===== src/hdl/ilv_params.svh =====
//----------------------------------------
// block interleaver parameters
// block shape, word and tag widths, bank index
//----------------------------------------

`ifndef ILV_PARAMS_SVH
`define ILV_PARAMS_SVH

// block shape 4 rows x 8 columns
`define ILV_ROW_W   2
`define ILV_COL_W   3
`define ILV_ADDR_W  (`ILV_ROW_W + `ILV_COL_W)  // word address inside a bank

// payload
`define ILV_DAT_W   8   // data word
`define ILV_TAG_W   8   // block number

`define ILV_BNUM_W  1   // two banks, ping-pong

`endif

===== src/hdl/ilv_ctrl_pkg.sv =====
//----------------------------------------
// block interleaver control types
// FSM state encodings of writer and reader
//----------------------------------------

package ilv_ctrl_pkg;

  // slave side, ack lasts one cycle
  typedef enum logic {
    wr_idle,    // wait for stb
    wr_ack      // ack and write the word
  } wr_state_t;

  // master side, column-major readout
  typedef enum logic [1:0] {
    rd_idle,    // wait for a sealed bank
    rd_fetch,   // ram read in flight
    rd_offer,   // stb high until ack
    rd_release  // hand the bank back
  } rd_state_t;

endpackage


===== src/hdl/ilv_data_pkg.sv =====
//----------------------------------------
// block interleaver data path types
// vectors whose width carries a meaning
//----------------------------------------

`include "ilv_params.svh"

package ilv_data_pkg;

  // payload
  typedef logic [`ILV_DAT_W-1:0]  ilv_word_t;   // one data word
  typedef logic [`ILV_TAG_W-1:0]  ilv_tag_t;    // block number

  // buffer addressing
  typedef logic [`ILV_ADDR_W-1:0] ilv_addr_t;   // row-major word address in a bank
  typedef logic [`ILV_BNUM_W-1:0] ilv_bank_t;   // bank index

  // block position
  typedef logic [`ILV_ROW_W-1:0]  ilv_row_t;
  typedef logic [`ILV_COL_W-1:0]  ilv_col_t;

endpackage


===== src/hdl/ilv_buf_if.sv =====
//----------------------------------------
// block buffer port bundle
// write side, read side and bank flags
//----------------------------------------

interface ilv_buf_if import ilv_data_pkg::*; ();

  // write side
  logic      write;   // word strobe
  ilv_addr_t waddr;
  ilv_word_t wdat;
  logic      seal;    // block complete
  ilv_tag_t  wtag;

  // read side
  ilv_addr_t raddr;
  ilv_word_t rdat;    // one cycle after raddr
  ilv_tag_t  rtag;
  logic      rel;     // bank consumed

  // bank flags
  logic      full;    // no free bank
  logic      empty;   // no sealed bank

  modport writer (output write, waddr, wdat, seal, wtag, input full);

  modport reader (output raddr, rel, input rdat, rtag, empty);

  modport buffer (
    input  write, waddr, wdat, seal, wtag, raddr, rel,
    output rdat, rtag, full, empty
  );

endinterface


===== src/hdl/ilv_top.sv =====
//----------------------------------------
// two-bank block interleaver
// wishbone slave in, 4x8 transpose,
// wishbone master out with block tag
//----------------------------------------

`include "ilv_params.svh"

module ilv_top (
  input  logic                  iclk,
  input  logic                  rst_n,
  // input bus, wishbone slave
  input  logic                  in_cyc,
  input  logic                  in_stb,
  input  logic [`ILV_DAT_W-1:0] in_dat,
  output logic                  in_ack,
  // output bus, wishbone master
  output logic                  out_cyc,
  output logic                  out_stb,
  output logic [`ILV_DAT_W-1:0] out_dat,
  output logic [`ILV_TAG_W-1:0] out_tag,
  input  logic                  out_ack
);

  ilv_buf_if buf_if ();   // writer, buffer and reader share it

  //----------------------------------------
  // input side
  //----------------------------------------

  ilv_wb_writer writer_i (
    .iclk   (iclk),
    .rst_n  (rst_n),
    .in_cyc (in_cyc),
    .in_stb (in_stb),
    .in_dat (in_dat),
    .in_ack (in_ack),
    .buf_w  (buf_if)
  );

  // ping-pong storage
  ilv_block_buffer buffer_i (
    .iclk  (iclk),
    .rst_n (rst_n),
    .buf_s (buf_if)
  );

  //----------------------------------------
  // output side
  //----------------------------------------

  ilv_wb_reader reader_i (
    .iclk    (iclk),
    .rst_n   (rst_n),
    .buf_r   (buf_if),
    .out_cyc (out_cyc),
    .out_stb (out_stb),
    .out_dat (out_dat),
    .out_tag (out_tag),
    .out_ack (out_ack)
  );

endmodule


===== src/hdl/ilv_wb_reader.sv =====
//----------------------------------------
// interleaver output side
// column-major readout of a sealed bank,
// wishbone classic master with data + tag
//----------------------------------------

module ilv_wb_reader import ilv_data_pkg::*, ilv_ctrl_pkg::*; (
  input  logic      iclk,
  input  logic      rst_n,
  // block buffer
  ilv_buf_if.reader buf_r,
  // wishbone master
  output logic      out_cyc,
  output logic      out_stb,
  output ilv_word_t out_dat,
  output ilv_tag_t  out_tag,
  input  logic      out_ack
);

  rd_state_t state;

  ilv_row_t row;      // inner counter
  ilv_col_t col;      // outer counter
  ilv_row_t row_nxt;
  ilv_col_t col_nxt;
  ilv_row_t row_sel;
  ilv_col_t col_sel;

  logic done;         // word accepted by the sink
  logic last;         // bottom right corner of block

  assign done = (state == rd_offer) && out_ack;
  assign last = (row == '1) && (col == '1);

  //----------------------------------------
  // position in the block
  //----------------------------------------

  // walk down a column, then step right
  always_comb begin
    row_nxt = row + 1'b1;
    col_nxt = col;
    if (row == '1)
      col_nxt = col + 1'b1;   // both wrap to 0 after word 31
  end

  // look ahead on ack, so the ram is read before fetch
  assign row_sel = done ? row_nxt : row;
  assign col_sel = done ? col_nxt : col;

  // storage is row-major, row * 8 + col
  assign buf_r.raddr = {row_sel, col_sel};

  //----------------------------------------
  // read FSM
  //----------------------------------------

  always_ff @(posedge iclk or negedge rst_n) begin
    if (!rst_n) begin
      state <= rd_idle;
      row   <= '0;
      col   <= '0;
    end else begin
      case (state)
        rd_idle    : if (!buf_r.empty) state <= rd_fetch; // word 0 read this cycle
        rd_fetch   : state <= rd_offer;
        rd_offer   : begin
          if (out_ack) begin
            row   <= row_nxt;
            col   <= col_nxt;
            state <= last ? rd_release : rd_fetch;
          end
        end
        rd_release : state <= rd_idle;  // empty valid again next cycle
        default    : state <= rd_idle;
      endcase
    end
  end

  // bus payload, held through offer
  always_ff @(posedge iclk) begin
    if (state == rd_fetch) begin
      out_dat <= buf_r.rdat;
      out_tag <= buf_r.rtag;
    end
  end

  assign out_cyc   = (state == rd_offer);
  assign out_stb   = (state == rd_offer);
  assign buf_r.rel = (state == rd_release);   // one pulse per block

endmodule


===== src/hdl/ilv_block_buffer.sv =====
//----------------------------------------
// two-bank block buffer
// data ram with one cycle read latency,
// per-bank tag ram and bank control
//----------------------------------------

`include "ilv_params.svh"

module ilv_block_buffer import ilv_data_pkg::*; (
  input  logic      iclk,
  input  logic      rst_n,
  ilv_buf_if.buffer buf_s
);

  localparam int depth    = 2**(`ILV_ADDR_W + `ILV_BNUM_W);  // 64 words
  localparam int bank_num = 2**`ILV_BNUM_W;

  ilv_bank_t wbank;   // bank being filled
  ilv_bank_t rbank;   // bank being drained

  //----------------------------------------
  // bank pointers
  //----------------------------------------

  ilv_bank_ctrl bank_ctrl_i (
    .iclk  (iclk),
    .rst_n (rst_n),
    .seal  (buf_s.seal),
    .rel   (buf_s.rel),
    .wbank (wbank),
    .rbank (rbank),
    .full  (buf_s.full),
    .empty (buf_s.empty)
  );

  //----------------------------------------
  // data ram
  //----------------------------------------

  ilv_word_t mem [depth];

  always_ff @(posedge iclk) begin
    if (buf_s.write)
      mem[{wbank, buf_s.waddr}] <= buf_s.wdat;
    buf_s.rdat <= mem[{rbank, buf_s.raddr}];  // registered read
  end

  //----------------------------------------
  // tag ram
  //----------------------------------------

  ilv_tag_t tram [bank_num];  // one block number per bank

  // stamped when the bank is sealed
  always_ff @(posedge iclk) begin
    if (buf_s.seal)
      tram[wbank] <= buf_s.wtag;
  end

  // async read, rbank only moves on release
  assign buf_s.rtag = tram[rbank];

endmodule


===== src/hdl/ilv_bank_ctrl.sv =====
//----------------------------------------
// ping-pong bank control
// write/read bank pointers, sealed count,
// registered full and empty flags
//----------------------------------------

`include "ilv_params.svh"

module ilv_bank_ctrl import ilv_data_pkg::*; (
  input  logic      iclk,
  input  logic      rst_n,
  //
  input  logic      seal,   // writer closed its bank
  input  logic      rel,    // reader done with its bank
  //
  output ilv_bank_t wbank,
  output ilv_bank_t rbank,
  output logic      full,   // no free bank
  output logic      empty   // no sealed bank
);

  localparam int bank_num = 2**`ILV_BNUM_W;

  logic [`ILV_BNUM_W:0] cnt;      // sealed banks, 0..bank_num
  logic [`ILV_BNUM_W:0] cnt_nxt;

  always_comb begin
    case ({seal, rel})
      2'b10   : cnt_nxt = cnt + 1'b1;
      2'b01   : cnt_nxt = cnt - 1'b1;
      default : cnt_nxt = cnt;    // both or none, no change
    endcase
  end

  //----------------------------------------
  // pointers and flags
  //----------------------------------------

  always_ff @(posedge iclk or negedge rst_n) begin
    if (!rst_n) begin
      wbank <= '0;
      rbank <= '0;
      cnt   <= '0;
      full  <= 1'b0;
      empty <= 1'b1;    // nothing sealed yet
    end else begin
      if (seal) wbank <= wbank + 1'b1;
      if (rel)  rbank <= rbank + 1'b1;
      cnt   <= cnt_nxt;
      // flags follow the event by one cycle
      full  <= (cnt_nxt == bank_num);
      empty <= (cnt_nxt == '0);
    end
  end

endmodule


===== src/hdl/ilv_wb_writer.sv =====
//----------------------------------------
// interleaver input side
// wishbone classic slave, row-major write
// addresses, seals the bank on word 31
//----------------------------------------

module ilv_wb_writer import ilv_data_pkg::*, ilv_ctrl_pkg::*; (
  input  logic       iclk,
  input  logic       rst_n,
  // wishbone slave, write only
  input  logic       in_cyc,
  input  logic       in_stb,
  input  ilv_word_t  in_dat,
  output logic       in_ack,
  // block buffer
  ilv_buf_if.writer  buf_w
);

  wr_state_t state;
  ilv_addr_t addr;    // row-major position
  ilv_tag_t  blk;     // block number
  ilv_word_t dat_q;   // captured bus word

  logic take;         // transfer accepted this cycle

  assign take = (state == wr_idle) && in_cyc && in_stb && !buf_w.full;

  //----------------------------------------
  // ack FSM and counters
  //----------------------------------------

  always_ff @(posedge iclk or negedge rst_n) begin
    if (!rst_n) begin
      state <= wr_idle;
      addr  <= '0;
      blk   <= '0;
    end else begin
      case (state)
        wr_idle : if (take) state <= wr_ack;
        wr_ack  : begin
          state <= wr_idle;     // ack low again before next sample
          addr  <= addr + 1'b1; // wraps at end of block
          if (addr == '1)
            blk <= blk + 1'b1;  // next block number after seal
        end
        default : state <= wr_idle;
      endcase
    end
  end

  always_ff @(posedge iclk) begin
    if (take) dat_q <= in_dat;
  end

  // one-cycle ack, write pulse in the same cycle
  assign in_ack      = (state == wr_ack);
  assign buf_w.write = (state == wr_ack);
  assign buf_w.waddr = addr;
  assign buf_w.wdat  = dat_q;

  // last word of the block closes the bank
  assign buf_w.seal  = (state == wr_ack) && (addr == '1);
  assign buf_w.wtag  = blk;

endmodule


===== config.mk =====
export PLATFORM = sky130hd
export DESIGN_NAME = ilv_top
export DESIGN_NICKNAME = d
export VERILOG_FILES = /design/src/hdl/ilv_ctrl_pkg.sv /design/src/hdl/ilv_data_pkg.sv /design/src/hdl/ilv_buf_if.sv /design/src/hdl/ilv_top.sv /design/src/hdl/ilv_wb_reader.sv /design/src/hdl/ilv_block_buffer.sv /design/src/hdl/ilv_bank_ctrl.sv /design/src/hdl/ilv_wb_writer.sv
export VERILOG_INCLUDE_DIRS = /design/src /design/src/hdl
export SDC_FILE = /design/constraint.sdc
export NUM_CORES = 1
export LEC_CHECK = 0
export ABC_CLOCK_PERIOD_IN_PS = 3100
export BUFFER_PORTS_ARGS = -buffer_cell sky130_fd_sc_hd__buf_4
export CORE_MARGIN = 1
export CORE_UTILIZATION = 25
export CTS_CLUSTER_SIZE = 24
export DETAILED_ROUTE_END_ITERATION = 6
export PLACE_DENSITY = 0.35
export SLEW_MARGIN = 20
export SYNTH_ARGS = -nofsm -noshare
export SYNTH_HDL_FRONTEND = slang
export SYNTH_SLANG_ARGS = --single-unit

===== constraint.sdc =====
create_clock -name iclk -period 3.1 [get_ports iclk]
set_clock_uncertainty 0.15 [all_clocks]
set_input_delay 0 -clock iclk [delete_from_list [all_inputs] [get_ports iclk]]
set_output_delay 0 -clock iclk [all_outputs]
set_load 0.005 [all_outputs]

# --- Word level (Yosys, flattened, before mapping) ---
# Memory sizes are Yosys's and may differ from the RTL's. A register that Yosys moved wholly into a read port is not among the register bits.
# Index checks and enable logic that the tools add are counted.
totals:
  ramBits: 528
  output_inout_bits: 19
  regBits: 43
  elab_cells: 61
  input_bits: 13
  memories: 2
classes:
  n_eq_ne: 11
  bitwise_logic: 1
  addsub: 8
  muxes: 14
  n_reduce_logical: 12
mem_list:
  columns: ["name", "words", "width", "read_ports", "rd_ports_with_merged_regs", "wr", "line_no", "text"]
  rows:
  - ["buffer_i.mem", 64, 8, 1, 1, 1, "ilv_block_buffer.sv:40", "ilv_word_t mem [depth];"]
  - ["buffer_i.tram", 2, 8, 1, 1, 1, "ilv_block_buffer.sv:52", "ilv_tag_t tram [bank_num];"]
ops:
  columns: ["operator", "n"]
  rows:
  - ["$eq 2x2->1 const B", 5]
  - ["$add 8x1->8 const B", 1]
  - ["$mux 2", 4]
  - ["$pmux 2 s4", 1]
  - ["$logic_and 1x1->1", 6]
  - ["$mux 3", 2]
  - ["$reduce_and 2->1", 3]
  - ["$add 5x1->5 const B", 1]
  - ["$eq 5x5->1 const B", 1]
  - ["$mux 1", 5]
  - ["$add 2x1->2 const B", 2]
  - ["$eq 2x1->1 const B", 2]
  - ["$logic_not 2->1", 2]
  - ["$pmux 2 s2", 1]
  - ["$add 3x1->3 const B", 1]
  - ["$eq 3x3->1 const B", 1]
  - ["$add 1x1->1 const B", 2]
  - ["$ne 2x1->1 const B", 1]
  - ["$ne 2x2->1 const B", 1]
  - ["$pmux 1 s2", 1]
  - ["$sub 2x1->2 const B", 1]
  - ["$logic_not 1->1", 1]
  - ["$not 1->1", 1]

# --- Depth between registers and ports, before layout ---
depth:
  depth_word: 6
  mapped_depth: 12
  depth_no_buf: 10

# --- By module ---
# A second synthesis with hierarchy kept.
hier_totals:
  hier_cells: 1066
  hier_area_um2: 22768.1
modules_own_cells:
  columns: ["mod", "n_inst", "cells_each", "seq_area_each_um2", "area_each_um2"]
  rows:
  - ["ilv_block_buffer", 1, 946, 16015.4, 20768.7]
  - ["ilv_wb_writer", 1, 56, 590.6, 885.8]
  - ["ilv_wb_reader", 1, 43, 655.6, 859.6]
  - ["ilv_bank_ctrl", 1, 21, 151.4, 254.0]

# --- Worst setup path after synthesis ---
# Ideal clock, no wire load.
synth_path:
  kind: "reg-to-reg"
  startpoint: "register reader_i.row[0]"
  endpoint: "register buffer_i.buf_s.rdat[5] (read register of buffer_i.mem)"
  slack_ns: 0.631
  n_path_buf: 2
  stages_incl_launch_ff: 10
  arrival_time_ns: 2.204
  required_time_ns: 2.835
  path_cell_list: "dfrtp_1 ha_1 nand4b_1 xor2_2 buf_4 buf_6 mux4_2 a22oi_1 nand3_1 and3_1"
synth_between:
  elab_chain_len: 3
synth_lines:
  columns: ["item", "line_no", "text"]
  rows:
  - ["start: declaration", "ilv_wb_reader.sv:22", "ilv_row_t row;"]
  - ["start signal: assignment", "ilv_wb_reader.sv:69", "row <= row_nxt;"]
  - ["$eq 2x2->1", "ilv_wb_reader.sv:43", "if (row == '1)"]
  - ["$mux 3", "ilv_wb_reader.sv:43", null]
  - ["$mux 3", "ilv_wb_reader.sv:49", "assign col_sel = done ? col_nxt : col;"]
  - ["end: declaration", "ilv_buf_if.sv:31", "output rdat, rtag, full, empty"]
# Parallel ways exist; a longest one is shown, timed or not.
# A chain may end at the register's enable or synchronous reset.

# --- Worst setup path after layout ---
layout_path:
  startpoint: "register reader_i.row[0]"
  endpoint: "register buffer_i.buf_s.rdat[7] (read register of buffer_i.mem)"
# Same word-level chain as after synthesis.

==> flow_metrics.tcl <==
set metrics [dict create \
    grt_use_total 0.148 \
    p_int_mw 16.2 \
    synth_fp_nets 1562 \
    p_leak_nw 9.28 \
    cts-root-buf "clkbuf_16" \
    hold_ws_ns 0.114 \
    slowest_stage "dfrtp_1" \
    worstHoldPathType "input port to flip-flop" \
    clk_latency_ns 0.59 \
    netSwitchingFraction 0.333 \
    fmax_ghz 0.332 \
    crit_required_ns 3.49 \
    synth_area_per_cell_sq_um 14.8 \
    first_pass_iters 6 \
    max_slew_margin 0.339 \
    htreeDepth 3 \
    num_io_pins 32 \
    worst_pin_slew_ns 0.991 \
    ys_seq_area_frac 0.765 \
    antenna_found_initial 1 \
    critPathMaxFanout 21 \
    finalInstanceArea_sq_um 27800 \
    ys_types 44 \
    cts_setup_buffers 0 \
    power.density_nw_per_um2 874 \
    dp_hpwl_microns 42300 \
    drcViolationCount 0 \
    synth_ff_type "edfxtp_1" \
    drive_above_1_share 0.185 \
    via_count 13300 \
    async_flop_share 0.0460 \
    drtIter0Drc 1028 \
    whs_path_depth 4 \
    grt.overflow.total 0 \
    num_rows 110 \
    ir_worst_vdd_mv 0.566 \
    wl_microns 68500 \
    finalCriticalPeriod_ns 3.01 \
    globalplace.congestion 0.771 \
    crit_top_cell "buf_4" \
    synth_edf_count 552 \
    start_kind "flip-flop" \
    tritoncts "done" \
    worstPathCellList "ha_1 > nand4b_2 > mux2i_4 > buf_4 > buf_4 > nand2_1 > nand3_1 > a32oi_1 > buf_4 > a22oi_1 > and3_1" \
    dpl_cell_area_sq_um 25400 \
    ys_warn_count 0 \
    port-buffer-count 31 \
    syn_inst 1541 \
    slowest_delay_ns 0.41 \
    r2r_cells 11 \
    cts_buffers 68 \
    rsz0062_at_grt "yes" \
    synth_top_area_frac 0.728 \
    p_seq_frac 0.385 \
    grt_pass1_wl_microns 99300 \
    first_global_vias 13600 \
    die_w_microns 304 \
    die-area_sq_um 92300 \
    synth_area_leaders "edfxtp_1 (73%), nand2_1 (6.2%), nand3_1 (3.4%)" \
    via_per_inst 4.51 \
    final_nets 1737 \
    hold_violations 0 \
    coreArea_sq_um 90100 \
    maxCapViolCount 0 \
    start_util 0.253 \
    die_y_microns 304 \
    combPwrFrac 0.301 \
    clk_pin_slew_ns 0.06 \
    crit_type "flip-flop to flip-flop" \
    cts_sinks 587 \
    status "complete, no violations" \
    synthToLayoutAreaGrowth_pct 22.0 \
    grt_max_degree 65 \
    wl_per_cell_microns 23.3 \
    cp-end-kind "flip-flop" \
    max-clock-path-buffers 3 \
    drt.antenna.violating_nets 0 \
    setup-violations-final 0 \
    clock_power_share 0.314 \
    worst_ep_arrival_time_ns 3.40 \
    synthesis.area_sq_um 22800 \
    ys_ff_latch 587 \
    drv_slew 0 \
    fin_crit_sh 0.970 \
    power_switching_mw 8.10 \
    synth.largest_area_cell "edfxtp_1" \
]
sequential cells by signal (all words and copies together), names as in the netlist:
signal	count
buffer_i.bank_ctrl_i.cnt	2
buffer_i.bank_ctrl_i.empty	1
reader_i.col	3
reader_i.out_tag	8
reader_i.row	2
buffer_i.buf_s.rdat	8
buffer_i.mem	512
writer_i.buf_w.write	1
writer_i.buf_w.wdat	8
buffer_i.tram	16
reader_i.out_dat	8
writer_i.buf_w.waddr	5
buffer_i.bank_ctrl_i.full	1
writer_i.buf_w.wtag	8
buffer_i.bank_ctrl_i.wbank	1
reader_i.state	2
buffer_i.bank_ctrl_i.rbank	1
worst max-delay path, delay by kind of cell, from the launching register on:
family | cells | cell delay (ns)
AOI/OAI and AO/OA | 2 | 0.46
and+or+nand+nor | 4 | 0.55
adders and majority gates | 1 | 0.24
DFF | 1 | 0.41
muxes | 1 | 0.26
buffers and inverters | 3 | 0.86
Yosys cell counts, drive strengths merged (2+ instances only):
library cell,number
dfxtp,8
mux2i,13
nand2b,3
nor4bb,2
xor2,7
a21oi,4
and3,10
nor2,78
nand2,379
edfxtp,552
nor2b,7
inv,6
a22oi,14
buf,50
mux4,33
dfrtp,26
clkbuf,37
nor3,6
and2,4
a32oi,24
nand4b,3
or3,2
mux2,11
nand4,44
nand3b,3
nand3,157
a31oi,34
xnor2,10
ha,8
power groups by stage:
stage / Combinational, mW / Clock [mW] / Sequential [mW]
5_1_grt: 7.90 / 8.15 / 9.37
3_5_place_dp: 7.31 / 0 / 9.51
2_1_floorplan: 3.91 / 0 / 9.43
6_report: 7.32 / 7.63 / 9.34
4_1_cts: 7.39 / 7.86 / 9.35
3_3_place_gp: 7.33 / 0 / 9.51
through the flow:
| stage | util | instances | setup WS (ns) | setup TNS (ns) | power [mW] |
|---|---|---|---|---|---|
| 3_3_place_gp | 0.281 | 2798 | -0.122 | -0.171 | 16.8 |
| 5_1_grt | 0.308 | 2944 | -0.00702 | -0.0106 | 25.4 |
| 6_report | 0.308 | 2945 | 0.0922 | 0 | 24.3 |
| 3_5_place_dp | 0.281 | 2798 | -0.0996 | -0.129 | 16.8 |
| 2_1_floorplan | - | 1541 | 0.631 | 0 | 13.3 |
| 4_1_cts | 0.308 | 2943 | 0.0167 | 0 | 24.6 |
layout make-up:
| cell class | instances | area [sq um] |
|---|---|---|
| antenna | 1 | 2.50 |
| clock inverter | 28 | 248 |
| sequential | 587 | 17400 |
| timing repair buffer | 192 | 1770 |
| multi-input combinational | 861 | 5020 |
| clock buffer | 94 | 1830 |
| fill | 8951 | 62400 |
| inverter | 6 | 25.0 |
| tap | 1176 | 1470 |
per-layer routing:
metal,vias to the layer above,share of wire,track usage
met5,-,0,0
met4,0,0.021,0.0408
met3,89,0.032,0.0212
met2,237,0.48,0.243
met1,6849,0.47,0.205
li1,6114,-,-
kinds of logic after synthesis:
kind of cell    Yosys count  share of synthesized area
fa+ha+maj                 8                    0.00440
compound gates           79                     0.0253
buf+inv                  93                     0.0191
xor+xnor                 17                    0.00687
simple gates            700                      0.135
flops                   587                      0.765
mux                      57                     0.0445
layout by cell type, fill, tap and decap left out, drive strengths merged, types with 2 or more instances in the layout:
master	n
nand2b	3
nand2	379
or3	2
nor2	78
and3	10
xor2	7
dfrtp	26
clkbuf	95
clkinv	18
a31oi	34
nor4bb	2
a21oi	4
nand3b	3
dlygate4sd3	22
xnor2	10
edfxtp	552
nand4	44
nand3	157
and2	4
dfxtp	8
nor3	6
buf	169
mux2i	13
inv	12
ha	8
mux4	33
nor2b	7
bufinv	4
a22oi	14
mux2	11
nand4b	3
a32oi	24
worst paths after layout:
path,from,to,slack (ns)
max,reader_i.row[0]$_DFFE_PN0N_,buffer_i.buf_s.rdat[7]$_DFF_P_,0.09
min,out_ack,reader_i.state[0]$_DFFE_PN0P_,0.11
max reg2reg,reader_i.row[0]$_DFFE_PN0N_,buffer_i.buf_s.rdat[7]$_DFF_P_,0.09
min reg2reg,buffer_i.bank_ctrl_i.cnt[1]$_DFF_PN0_,buffer_i.bank_ctrl_i.cnt[1]$_DFF_PN0_,0.34
max in group asynchronous,rst_n,reader_i.state[1]$_DFFE_PN0P_,2.27
min in group asynchronous,rst_n,buffer_i.bank_ctrl_i.empty$_DFF_PN1_,0.34
timing repair:
item	CTS	global route
pin swaps	0	0
hold endpoints to repair	48	0
hold buffers	23	0
cloned	0	1
gates resized for setup	4	5
endpoints found under the setup margin	3	5
Note: power is estimated with default switching activity, not from simulation.
